[src/design/loopers_params.svh]
//////////////////////////////////////////////////
// Widths and instruction field positions
// Field layout is fixed for a 16-bit instruction
// Bits 7:6 are reserved and never decoded
//////////////////////////////////////////////////

`ifndef LOOPERS_PARAMS_SVH
`define LOOPERS_PARAMS_SVH

`define LOOPERS_DATA_W   16    // Data word width
`define LOOPERS_NREGS    8     // Register file depth

// Instruction fields
`define LOOPERS_MODE_MSB 15    // ALU mode, top bit
`define LOOPERS_MODE_LSB 13    // ALU mode, bottom bit
`define LOOPERS_INV_BIT  12    // Invert operand 2
`define LOOPERS_IMM_BIT  11    // Operand 2 from immediate
`define LOOPERS_RD_LSB   8     // Destination register
`define LOOPERS_RS_LSB   3     // Source register 1
`define LOOPERS_RT_LSB   0     // Source register 2

`endif

[src/design/loopers_pkg.sv]
//////////////////////////////////////////////////
// Shared types of the execute pipeline
// Widths follow the params header
// Mode 001 is an add alias with no name of its own
//////////////////////////////////////////////////

`include "loopers_params.svh"

package loopers_pkg;

   //////////////////////////////////////////////////
   // Datapath types
   //////////////////////////////////////////////////

   typedef logic [`LOOPERS_DATA_W-1:0]        data_t;      // One data word
   typedef logic [$clog2(`LOOPERS_NREGS)-1:0] reg_addr_t;  // Register index
   typedef logic [2:0]                        alu_mode_t;  // Mode field

   // Whole instruction word, sized by the top field
   typedef logic [`LOOPERS_MODE_MSB:0] instr_t;

   //////////////////////////////////////////////////
   // ALU mode encodings
   //////////////////////////////////////////////////

   // Plain add, also reached by 001
   localparam alu_mode_t MODE_ADD  = 3'b000;

   // Add plus one
   // With invert set this is op1 - op2
   localparam alu_mode_t MODE_ADD1 = 3'b010;

   localparam alu_mode_t MODE_AND  = 3'b011;  // Bitwise and
   localparam alu_mode_t MODE_OR   = 3'b100;  // Bitwise or
   localparam alu_mode_t MODE_XOR  = 3'b101;  // Bitwise xor

   // Operand 2 unused
   localparam alu_mode_t MODE_NOT  = 3'b110;

   // Arithmetic right shift of op1
   // Amount is low bits of raw op2, never inverted
   localparam alu_mode_t MODE_SRA  = 3'b111;

endpackage

[src/design/reg_file.sv]
//////////////////////////////////////////////////
// Eight word register file
// Reads are combinational, no write-through
// Same-cycle forwarding is left to decode bypass
//////////////////////////////////////////////////

`timescale 1ns/1ps
`include "loopers_params.svh"

module reg_file (
   input  logic                   clk,
   input  logic                   reset,
   input  loopers_pkg::reg_addr_t rs_addr,  // Read port 1
   input  loopers_pkg::reg_addr_t rt_addr,  // Read port 2
   output loopers_pkg::data_t     rs_data,
   output loopers_pkg::data_t     rt_data,
   input  logic                   wr_en,    // Writeback strobe
   input  loopers_pkg::reg_addr_t wr_addr,
   input  loopers_pkg::data_t     wr_data
);
   import loopers_pkg::*;

   data_t regs [`LOOPERS_NREGS];

   //////////////////////////////////////////////////
   // Write port
   //////////////////////////////////////////////////

   // All words cleared on reset
   always_ff @(posedge clk) begin
      if (reset) begin
         for (int i = 0; i < `LOOPERS_NREGS; i++) begin
            regs[i] <= '0;
         end
      end else if (wr_en) begin
         regs[wr_addr] <= wr_data;   // Visible from the next cycle
      end
   end

   //////////////////////////////////////////////////
   // Read ports
   //////////////////////////////////////////////////
   assign rs_data = regs[rs_addr];
   assign rt_data = regs[rt_addr];

endmodule

[src/design/alu.sv]
//////////////////////////////////////////////////
// Execute stage, one clock edge
// Invert applies to op2 for all but the shift
// Shift amount uses the low bits of raw op2
// Output is zero while not enabled
//////////////////////////////////////////////////

`timescale 1ns/1ps
`include "loopers_params.svh"

module alu (
   input  logic                   clk,
   input  logic                   reset,
   input  logic                   alu_en,      // Valid op in this stage
   input  loopers_pkg::alu_mode_t alu_mode,
   input  logic                   alu_inv_rt,  // Invert operand 2
   input  loopers_pkg::reg_addr_t alu_rd,
   input  loopers_pkg::data_t     alu_op1,
   input  loopers_pkg::data_t     alu_op2,
   output loopers_pkg::data_t     alu_next,    // Combinational result
   output logic                   ex_valid,
   output loopers_pkg::reg_addr_t ex_rd,
   output loopers_pkg::data_t     ex_result
);
   import loopers_pkg::*;

   localparam int SHW = $clog2(`LOOPERS_DATA_W);  // Shift amount width

   data_t          op2_inv;
   data_t          sra_tab [`LOOPERS_DATA_W];
   logic [SHW-1:0] shamt;

   //////////////////////////////////////////////////
   // Operand prep
   //////////////////////////////////////////////////
   assign op2_inv = alu_op2 ^ {`LOOPERS_DATA_W{alu_inv_rt}};
   assign shamt   = alu_op2[SHW-1:0];   // Raw op2, invert ignored

   // One entry per shift amount
   for (genvar i = 0; i < `LOOPERS_DATA_W; i++) begin : g_sra
      assign sra_tab[i] = data_t'($signed(alu_op1) >>> i);  // Sign fill
   end

   //////////////////////////////////////////////////
   // Operation select
   //////////////////////////////////////////////////
   always_comb begin
      if (!alu_en) begin
         alu_next = '0;
      end else begin
         case (alu_mode)
            MODE_ADD, 3'b001: alu_next = alu_op1 + op2_inv;    // 001 aliases add
            MODE_ADD1: alu_next = alu_op1 + op2_inv + data_t'(1);  // Sub with invert
            MODE_AND:  alu_next = alu_op1 & op2_inv;
            MODE_OR:   alu_next = alu_op1 | op2_inv;
            MODE_XOR:  alu_next = alu_op1 ^ op2_inv;
            MODE_NOT:  alu_next = ~alu_op1;
            MODE_SRA:  alu_next = sra_tab[shamt];
            default:   alu_next = '0;
         endcase
      end
   end

   //////////////////////////////////////////////////
   // Stage 2 register
   //////////////////////////////////////////////////
   always_ff @(posedge clk) begin
      if (reset) begin
         ex_valid  <= 1'b0;
         ex_rd     <= '0;
         ex_result <= '0;
      end else begin
         ex_valid  <= alu_en;
         ex_rd     <= alu_rd;
         ex_result <= alu_next;         // Zero on bubbles
      end
   end

endmodule

[src/design/instr_decode.sv]
//////////////////////////////////////////////////
// Decode stage, one clock edge
// Bypass covers results one and two slots ahead
// Older results come from the register file reads
// Payload only loads on issue, valid every cycle
//////////////////////////////////////////////////

`timescale 1ns/1ps
`include "loopers_params.svh"

module instr_decode (
   input  logic                  clk,
   input  logic                  reset,
   input  logic                  issue,      // New instruction this cycle
   input  loopers_pkg::instr_t   instr,
   input  loopers_pkg::data_t    imm,
   output loopers_pkg::reg_addr_t rs_addr,   // To register file
   output loopers_pkg::reg_addr_t rt_addr,
   input  loopers_pkg::data_t    rs_data,    // From register file
   input  loopers_pkg::data_t    rt_data,
   input  loopers_pkg::data_t    alu_next,   // ALU output, one ahead
   input  logic                  ex_valid,   // Execute register, two ahead
   input  loopers_pkg::reg_addr_t ex_rd,
   input  loopers_pkg::data_t    ex_result,
   output logic                  dec_valid,
   output loopers_pkg::alu_mode_t dec_mode,
   output logic                  dec_inv,
   output loopers_pkg::reg_addr_t dec_rd,
   output loopers_pkg::data_t    dec_op1,
   output loopers_pkg::data_t    dec_op2
);
   import loopers_pkg::*;

   alu_mode_t mode_f;
   logic      inv_f;
   logic      imm_f;
   reg_addr_t rd_f;
   data_t     rs_val;    // Resolved operand 1
   data_t     rt_val;    // Resolved rt before immediate mux
   data_t     op2_val;

   //////////////////////////////////////////////////
   // Field split
   //////////////////////////////////////////////////
   assign mode_f  = instr[`LOOPERS_MODE_MSB:`LOOPERS_MODE_LSB];
   assign inv_f   = instr[`LOOPERS_INV_BIT];
   assign imm_f   = instr[`LOOPERS_IMM_BIT];
   assign rd_f    = instr[`LOOPERS_RD_LSB +: $bits(reg_addr_t)];
   assign rs_addr = instr[`LOOPERS_RS_LSB +: $bits(reg_addr_t)];
   assign rt_addr = instr[`LOOPERS_RT_LSB +: $bits(reg_addr_t)];

   // Newest producer wins
   function automatic data_t bypass(input reg_addr_t addr, input data_t rf_data);
      if (dec_valid && dec_rd == addr)
         return alu_next;               // Instruction now in execute
      else if (ex_valid && ex_rd == addr)
         return ex_result;              // Being written back this cycle
      else
         return rf_data;
   endfunction

   always_comb begin
      rs_val  = bypass(rs_addr, rs_data);
      rt_val  = bypass(rt_addr, rt_data);
      op2_val = imm_f ? imm : rt_val;   // Immediate replaces rt
   end

   //////////////////////////////////////////////////
   // Stage 1 register
   //////////////////////////////////////////////////
   always_ff @(posedge clk) begin
      if (reset) begin
         dec_valid <= 1'b0;
         dec_mode  <= '0;
         dec_inv   <= 1'b0;
         dec_rd    <= '0;
         dec_op1   <= '0;
         dec_op2   <= '0;
      end else begin
         dec_valid <= issue;            // Bubble when idle
         if (issue) begin
            dec_mode <= mode_f;
            dec_inv  <= inv_f;
            dec_rd   <= rd_f;
            dec_op1  <= rs_val;
            dec_op2  <= op2_val;
         end
      end
   end

endmodule

[src/design/loopers_exec_top.sv]
//////////////////////////////////////////////////
// Three stage execute pipeline top
// Result appears two edges after issue
// No back-pressure, every result must be taken
//////////////////////////////////////////////////

`timescale 1ns/1ps

module loopers_exec_top (
   input  logic                   clk,
   input  logic                   reset,
   input  logic                   issue,         // One instruction per cycle max
   input  loopers_pkg::instr_t    instr,
   input  loopers_pkg::data_t     imm,
   output logic                   result_valid,  // Writeback strobe
   output loopers_pkg::reg_addr_t result_reg,
   output loopers_pkg::data_t     result
);
   import loopers_pkg::*;

   // Register file reads
   reg_addr_t rs_addr;
   reg_addr_t rt_addr;
   data_t     rs_data;
   data_t     rt_data;

   // Decode to execute
   logic      dec_valid;
   alu_mode_t dec_mode;
   logic      dec_inv;
   reg_addr_t dec_rd;
   data_t     dec_op1;
   data_t     dec_op2;

   // Execute to writeback
   data_t     alu_next;
   logic      ex_valid;
   reg_addr_t ex_rd;
   data_t     ex_result;

   //////////////////////////////////////////////////
   // Stage 1
   //////////////////////////////////////////////////
   instr_decode i_instr_decode (
      .clk       (clk),
      .reset     (reset),
      .issue     (issue),
      .instr     (instr),
      .imm       (imm),
      .rs_addr   (rs_addr),
      .rt_addr   (rt_addr),
      .rs_data   (rs_data),
      .rt_data   (rt_data),
      .alu_next  (alu_next),    // Bypass from execute
      .ex_valid  (ex_valid),    // Bypass from writeback
      .ex_rd     (ex_rd),
      .ex_result (ex_result),
      .dec_valid (dec_valid),
      .dec_mode  (dec_mode),
      .dec_inv   (dec_inv),
      .dec_rd    (dec_rd),
      .dec_op1   (dec_op1),
      .dec_op2   (dec_op2)
   );

   //////////////////////////////////////////////////
   // Stage 2
   //////////////////////////////////////////////////
   alu i_alu (
      .clk        (clk),
      .reset      (reset),
      .alu_en     (dec_valid),
      .alu_mode   (dec_mode),
      .alu_inv_rt (dec_inv),
      .alu_rd     (dec_rd),
      .alu_op1    (dec_op1),
      .alu_op2    (dec_op2),
      .alu_next   (alu_next),
      .ex_valid   (ex_valid),
      .ex_rd      (ex_rd),
      .ex_result  (ex_result)
   );

   //////////////////////////////////////////////////
   // Stage 3, writeback
   //////////////////////////////////////////////////
   reg_file i_reg_file (
      .clk     (clk),
      .reset   (reset),
      .rs_addr (rs_addr),
      .rt_addr (rt_addr),
      .rs_data (rs_data),
      .rt_data (rt_data),
      .wr_en   (ex_valid),      // Commit on the next edge
      .wr_addr (ex_rd),
      .wr_data (ex_result)
   );

   // Outputs straight from the execute register
   assign result_valid = ex_valid;
   assign result_reg   = ex_rd;
   assign result       = ex_result;

endmodule

[config.mk]
export PLATFORM = sky130hd
export DESIGN_NAME = loopers_exec_top
export DESIGN_NICKNAME = d
export VERILOG_FILES = /design/src/design/loopers_pkg.sv /design/src/design/reg_file.sv /design/src/design/alu.sv /design/src/design/instr_decode.sv /design/src/design/loopers_exec_top.sv
export VERILOG_INCLUDE_DIRS = /design/src /design/src/design
export SDC_FILE = /design/constraint.sdc
export NUM_CORES = 1
export LEC_CHECK = 0
export BUFFER_PORTS_ARGS = -buffer_cell sky130_fd_sc_hd__buf_2
export CORE_UTILIZATION = 60
export DETAILED_ROUTE_END_ITERATION = 16
export PLACE_DENSITY = 0.78
export SLEW_MARGIN = 20
export SYNTH_ARGS = -nofsm -noshare
export SYNTH_HDL_FRONTEND = slang
export SYNTH_HIERARCHICAL = 1
export SYNTH_SLANG_ARGS = --single-unit
[constraint.sdc]
create_clock -name clk -period 6.45 [get_ports clk]
set_input_delay 0.9675 -clock clk [delete_from_list [all_inputs] [get_ports clk]]
set_output_delay 0.9675 -clock clk [all_outputs]
set_load 0.03 [all_outputs]
==> metrics.txt <==
TritonRoute pass-1 iters 5; Synth Warn # 6; fin crit period between 4 and 5 ns; CTS root buf clkbuf_16; Cells after Synth 1188; part of the power in registers ~44%; switch share a little under a third; die width about 150 microns; Util after Layout about two thirds; # nets final around 1200; combinational share of power between 20% and 30%; placed inst area 13300 sq um; Critical Setup Path Class reg2reg; crit share post-route between 70 and 80%; clk_lat worst skew ~0.44 ns; clock share of power around a third; Avg Cell Area, Syn around 11 sq um; Worst EP arrival between 5 and 6 ns; wire length on met3 about 2800 microns; #FFs+latches synth 188; Max Clock Skew 0.00844 ns; row cnt 53; Largest stage delay, worst path approximately 0.68 ns; fillers roughly 1600; initial drt markers about 1100; Tot GR Track Use roughly 33%; reg-to-reg setup timing slack between 1.5 and 2 ns; RSZ-0062 raised after global routing false; Max Cap Violations 0; Hold Crit Start i_instr_decode/dec_op2[13]; Crit-path slowest cell dfxtp_1; Min-Delay Endpoint i_instr_decode/dec_op2[13]; count leader, synth nor3_1; H-tree Lvls 4; top-area cell type share of the netlist area 29.3%; Worst-Margin Slew approximately 1.2 ns; CTS Hold Bufs 0; Max clock buf depth 2; Tot Pwr about 3.2 mW; Syn Nets 1257; cell count after placement between 1000 and 1500; main flop type after synthesis edfxtp_1; Ports 55; count of different cell masters after synthesis a little under 90; wl on met1 13900 microns; port buffer count between 50 and 60; static leakage approximately 5.3 nW; vias in the first global route 9851; Post-synth top cells 144 x nor3_1, 128 x edfxtp_1, 60 x dfxtp_1, 59 x inv_1, 57 x clkbuf_1; P_sw 0.979 mW; Crit path required time a little under 7 ns; largest cells by area after synthesis edfxtp_1 29%, mux4_1 11%, dfxtp_1 9.1%, nor3_1 5.5%, mux4_2 3.8%; Clock transition at path regs approximately 0.07 ns; Final HPWL DP ~24000 microns; max-slew violation count 0; CTS tree built; worst relative slew slack between 20% and 30%; CTS Sinks 188; Final Hold Viols 0; detailed-route DRC error count 0; Final WS setup 1.75 ns; VDD IR max between 0.15 and 0.2 mV; Antenna diodes 0; largest net degree at the start of global routing 69; Setup crit start kind register; Setup crit start i_instr_decode/dec_op2[3]; post-CTS setup buffer count 0; Top Metal Used met4; area leader, netlist edfxtp_1; worst path cell trace xor2_1 -> inv_1 -> ha_1 -> a21o_1 -> a221oi_2 -> xor2_2 -> nor4b_2 -> nor4b_4 -> nand4_1 -> or4_1 -> nand3b_1 -> nor3_1 -> a2111oi_2; setup tns final 0 ns; PostCTS Resize Cnt 0; Vias/cell just under 7; Initial Utilization between 60 and 70%; initial antenna violation count 0; reg2reg end i_instr_decode/dec_op1[15]; count of final setup violators 0; overflow left after global routing 0; hold path depth 2; Cell Int Power between 2 and 2.5 mW; CTS buffer count 17; Die Y roughly 150 microns; status finished, final reports clean; GP Congestion between 0.9 and 1; CP endpoint kind register; pwr dens around 230 nW/um^2; Finished Layout Cells roughly 1500; Final Hold Slack around 0.52 ns; Post-Route WL 35700 microns; Via Count 10100; Hold Crit Class reg2reg; FMAX 0.213 GHz; EDFF count, synth 128; metal2 WL between 15000 and 20000 microns; RR Startpoint i_instr_decode/dec_op2[3]; Max FO, Critical Path 16; Design Area, Final 13900 sq um; first-pass GRT wire length approximately 55000 microns; die area approximately 22000 sq um; Routed Antenna Nets 0; DR WL/cell around 25 microns; Synth async-reset ratio 0%; pre-CTS setup slack roughly 1.8 ns; Synth Cell Area roughly 13000 sq um; Seq/Total Area, Yosys about two fifths; Area Growth Syn to Fin 5.93%; layout cells sized above 1 17.9%; Reg2Reg Depth 13; Core Box Area between 20000 and 25000 sq um
[cell type report]
class | count | area (sq um) | area share (%)
multi-input cells | 817 | 7270 | 52.2
flip-flops and latches | 188 | 5040 | 36.3
clock buffers | 18 | 429 | 3.08
repair buffers | 65 | 358 | 2.57
well taps | 275 | 344 | 2.47
inverters | 77 | 289 | 2.08
clock inverters | 14 | 180 | 1.29
[how the worst max path moves through the flow]
| stage | endpoint | slack [ns] | depth (start not counted) |
|---|---|---|---|
| finish | i_instr_decode/dec_op1[15] | 1.75 | 13 |
| global placement | i_instr_decode/dec_op1[15] | 1.89 | 14 |
| detailed placement | i_instr_decode/dec_op1[15] | 1.85 | 14 |
| global route | i_instr_decode/dec_op1[14] | 1.47 | 13 |
| floorplan | i_instr_decode/dec_op1[14] | 1.96 | 15 |
| CTS | i_instr_decode/dec_op1[15] | 1.81 | 14 |
[registers in the layout, indices dropped and copies added (netlist names)]
signal,count
i_alu/ex_rd,3
i_alu/ex_result,16
i_alu/ex_valid,1
i_instr_decode/dec_inv,1
i_instr_decode/dec_mode,3
i_instr_decode/dec_op1,16
i_instr_decode/dec_op2,16
i_instr_decode/dec_rd,3
i_instr_decode/dec_valid,1
i_reg_file/regs,128
[power by group through the flow]
stage	logic, mW	registers [mW]	clock network [mW]
after detailed placement	0.681	1.43	0
after CTS	0.689	1.40	1.08
after global routing	0.757	1.41	1.13
final	0.705	1.41	1.07
after floorplan	0.532	1.41	0
after global placement	0.670	1.42	0
[worst max-delay path: cells and delay by family, from the launching register on]
| family | cells | cell delay (ns) |
|---|---|---|
| simple gates | 6 | 1.90 |
| compound gates | 3 | 1.07 |
| flops | 1 | 0.68 |
| xor+xnor | 2 | 0.52 |
| fa+ha+maj | 1 | 0.33 |
| buf+inv | 1 | 0.08 |
[cell usage in the layout (no fill, tap or decap), drive strengths merged, types with 7 or more instances in the layout]
master     n
nor3     150
edfxtp   128
mux4      79
o21ai     74
inv       65
buf       65
dfxtp     60
nor2      50
nand2     44
mux2      37
mux2i     36
ha        33
a21oi     31
xor2      25
a221oi    23
clkinv    21
and3      20
xnor2     19
clkbuf    18
a2111oi   18
nor2b     16
a22oi     16
nand3     15
a211oi    12
o22ai     12
nand2b    10
o21bai     9
and2       8
o221ai     7
a21o       7
[cell families after synthesis]
family | synth area share, %
adder cells (fa/ha/maj) | 3.30
AO/OA/AOI/OAI | 13.5
buffers and inverters | 6.76
multiplexers | 21.1
XOR/XNOR | 3.05
AND/OR/NAND/NOR | 13.9
flip-flops | 38.4
[per-layer routing]
metal | track usage [%] | vias up
met5 | 0 | -
met4 | 14.6 | 0
met3 | 5.15 | 118
met2 | 54.7 | 523
met1 | 41.4 | 4878
li1 | - | 4560
Note: power is estimated with default switching activity, not from simulation.
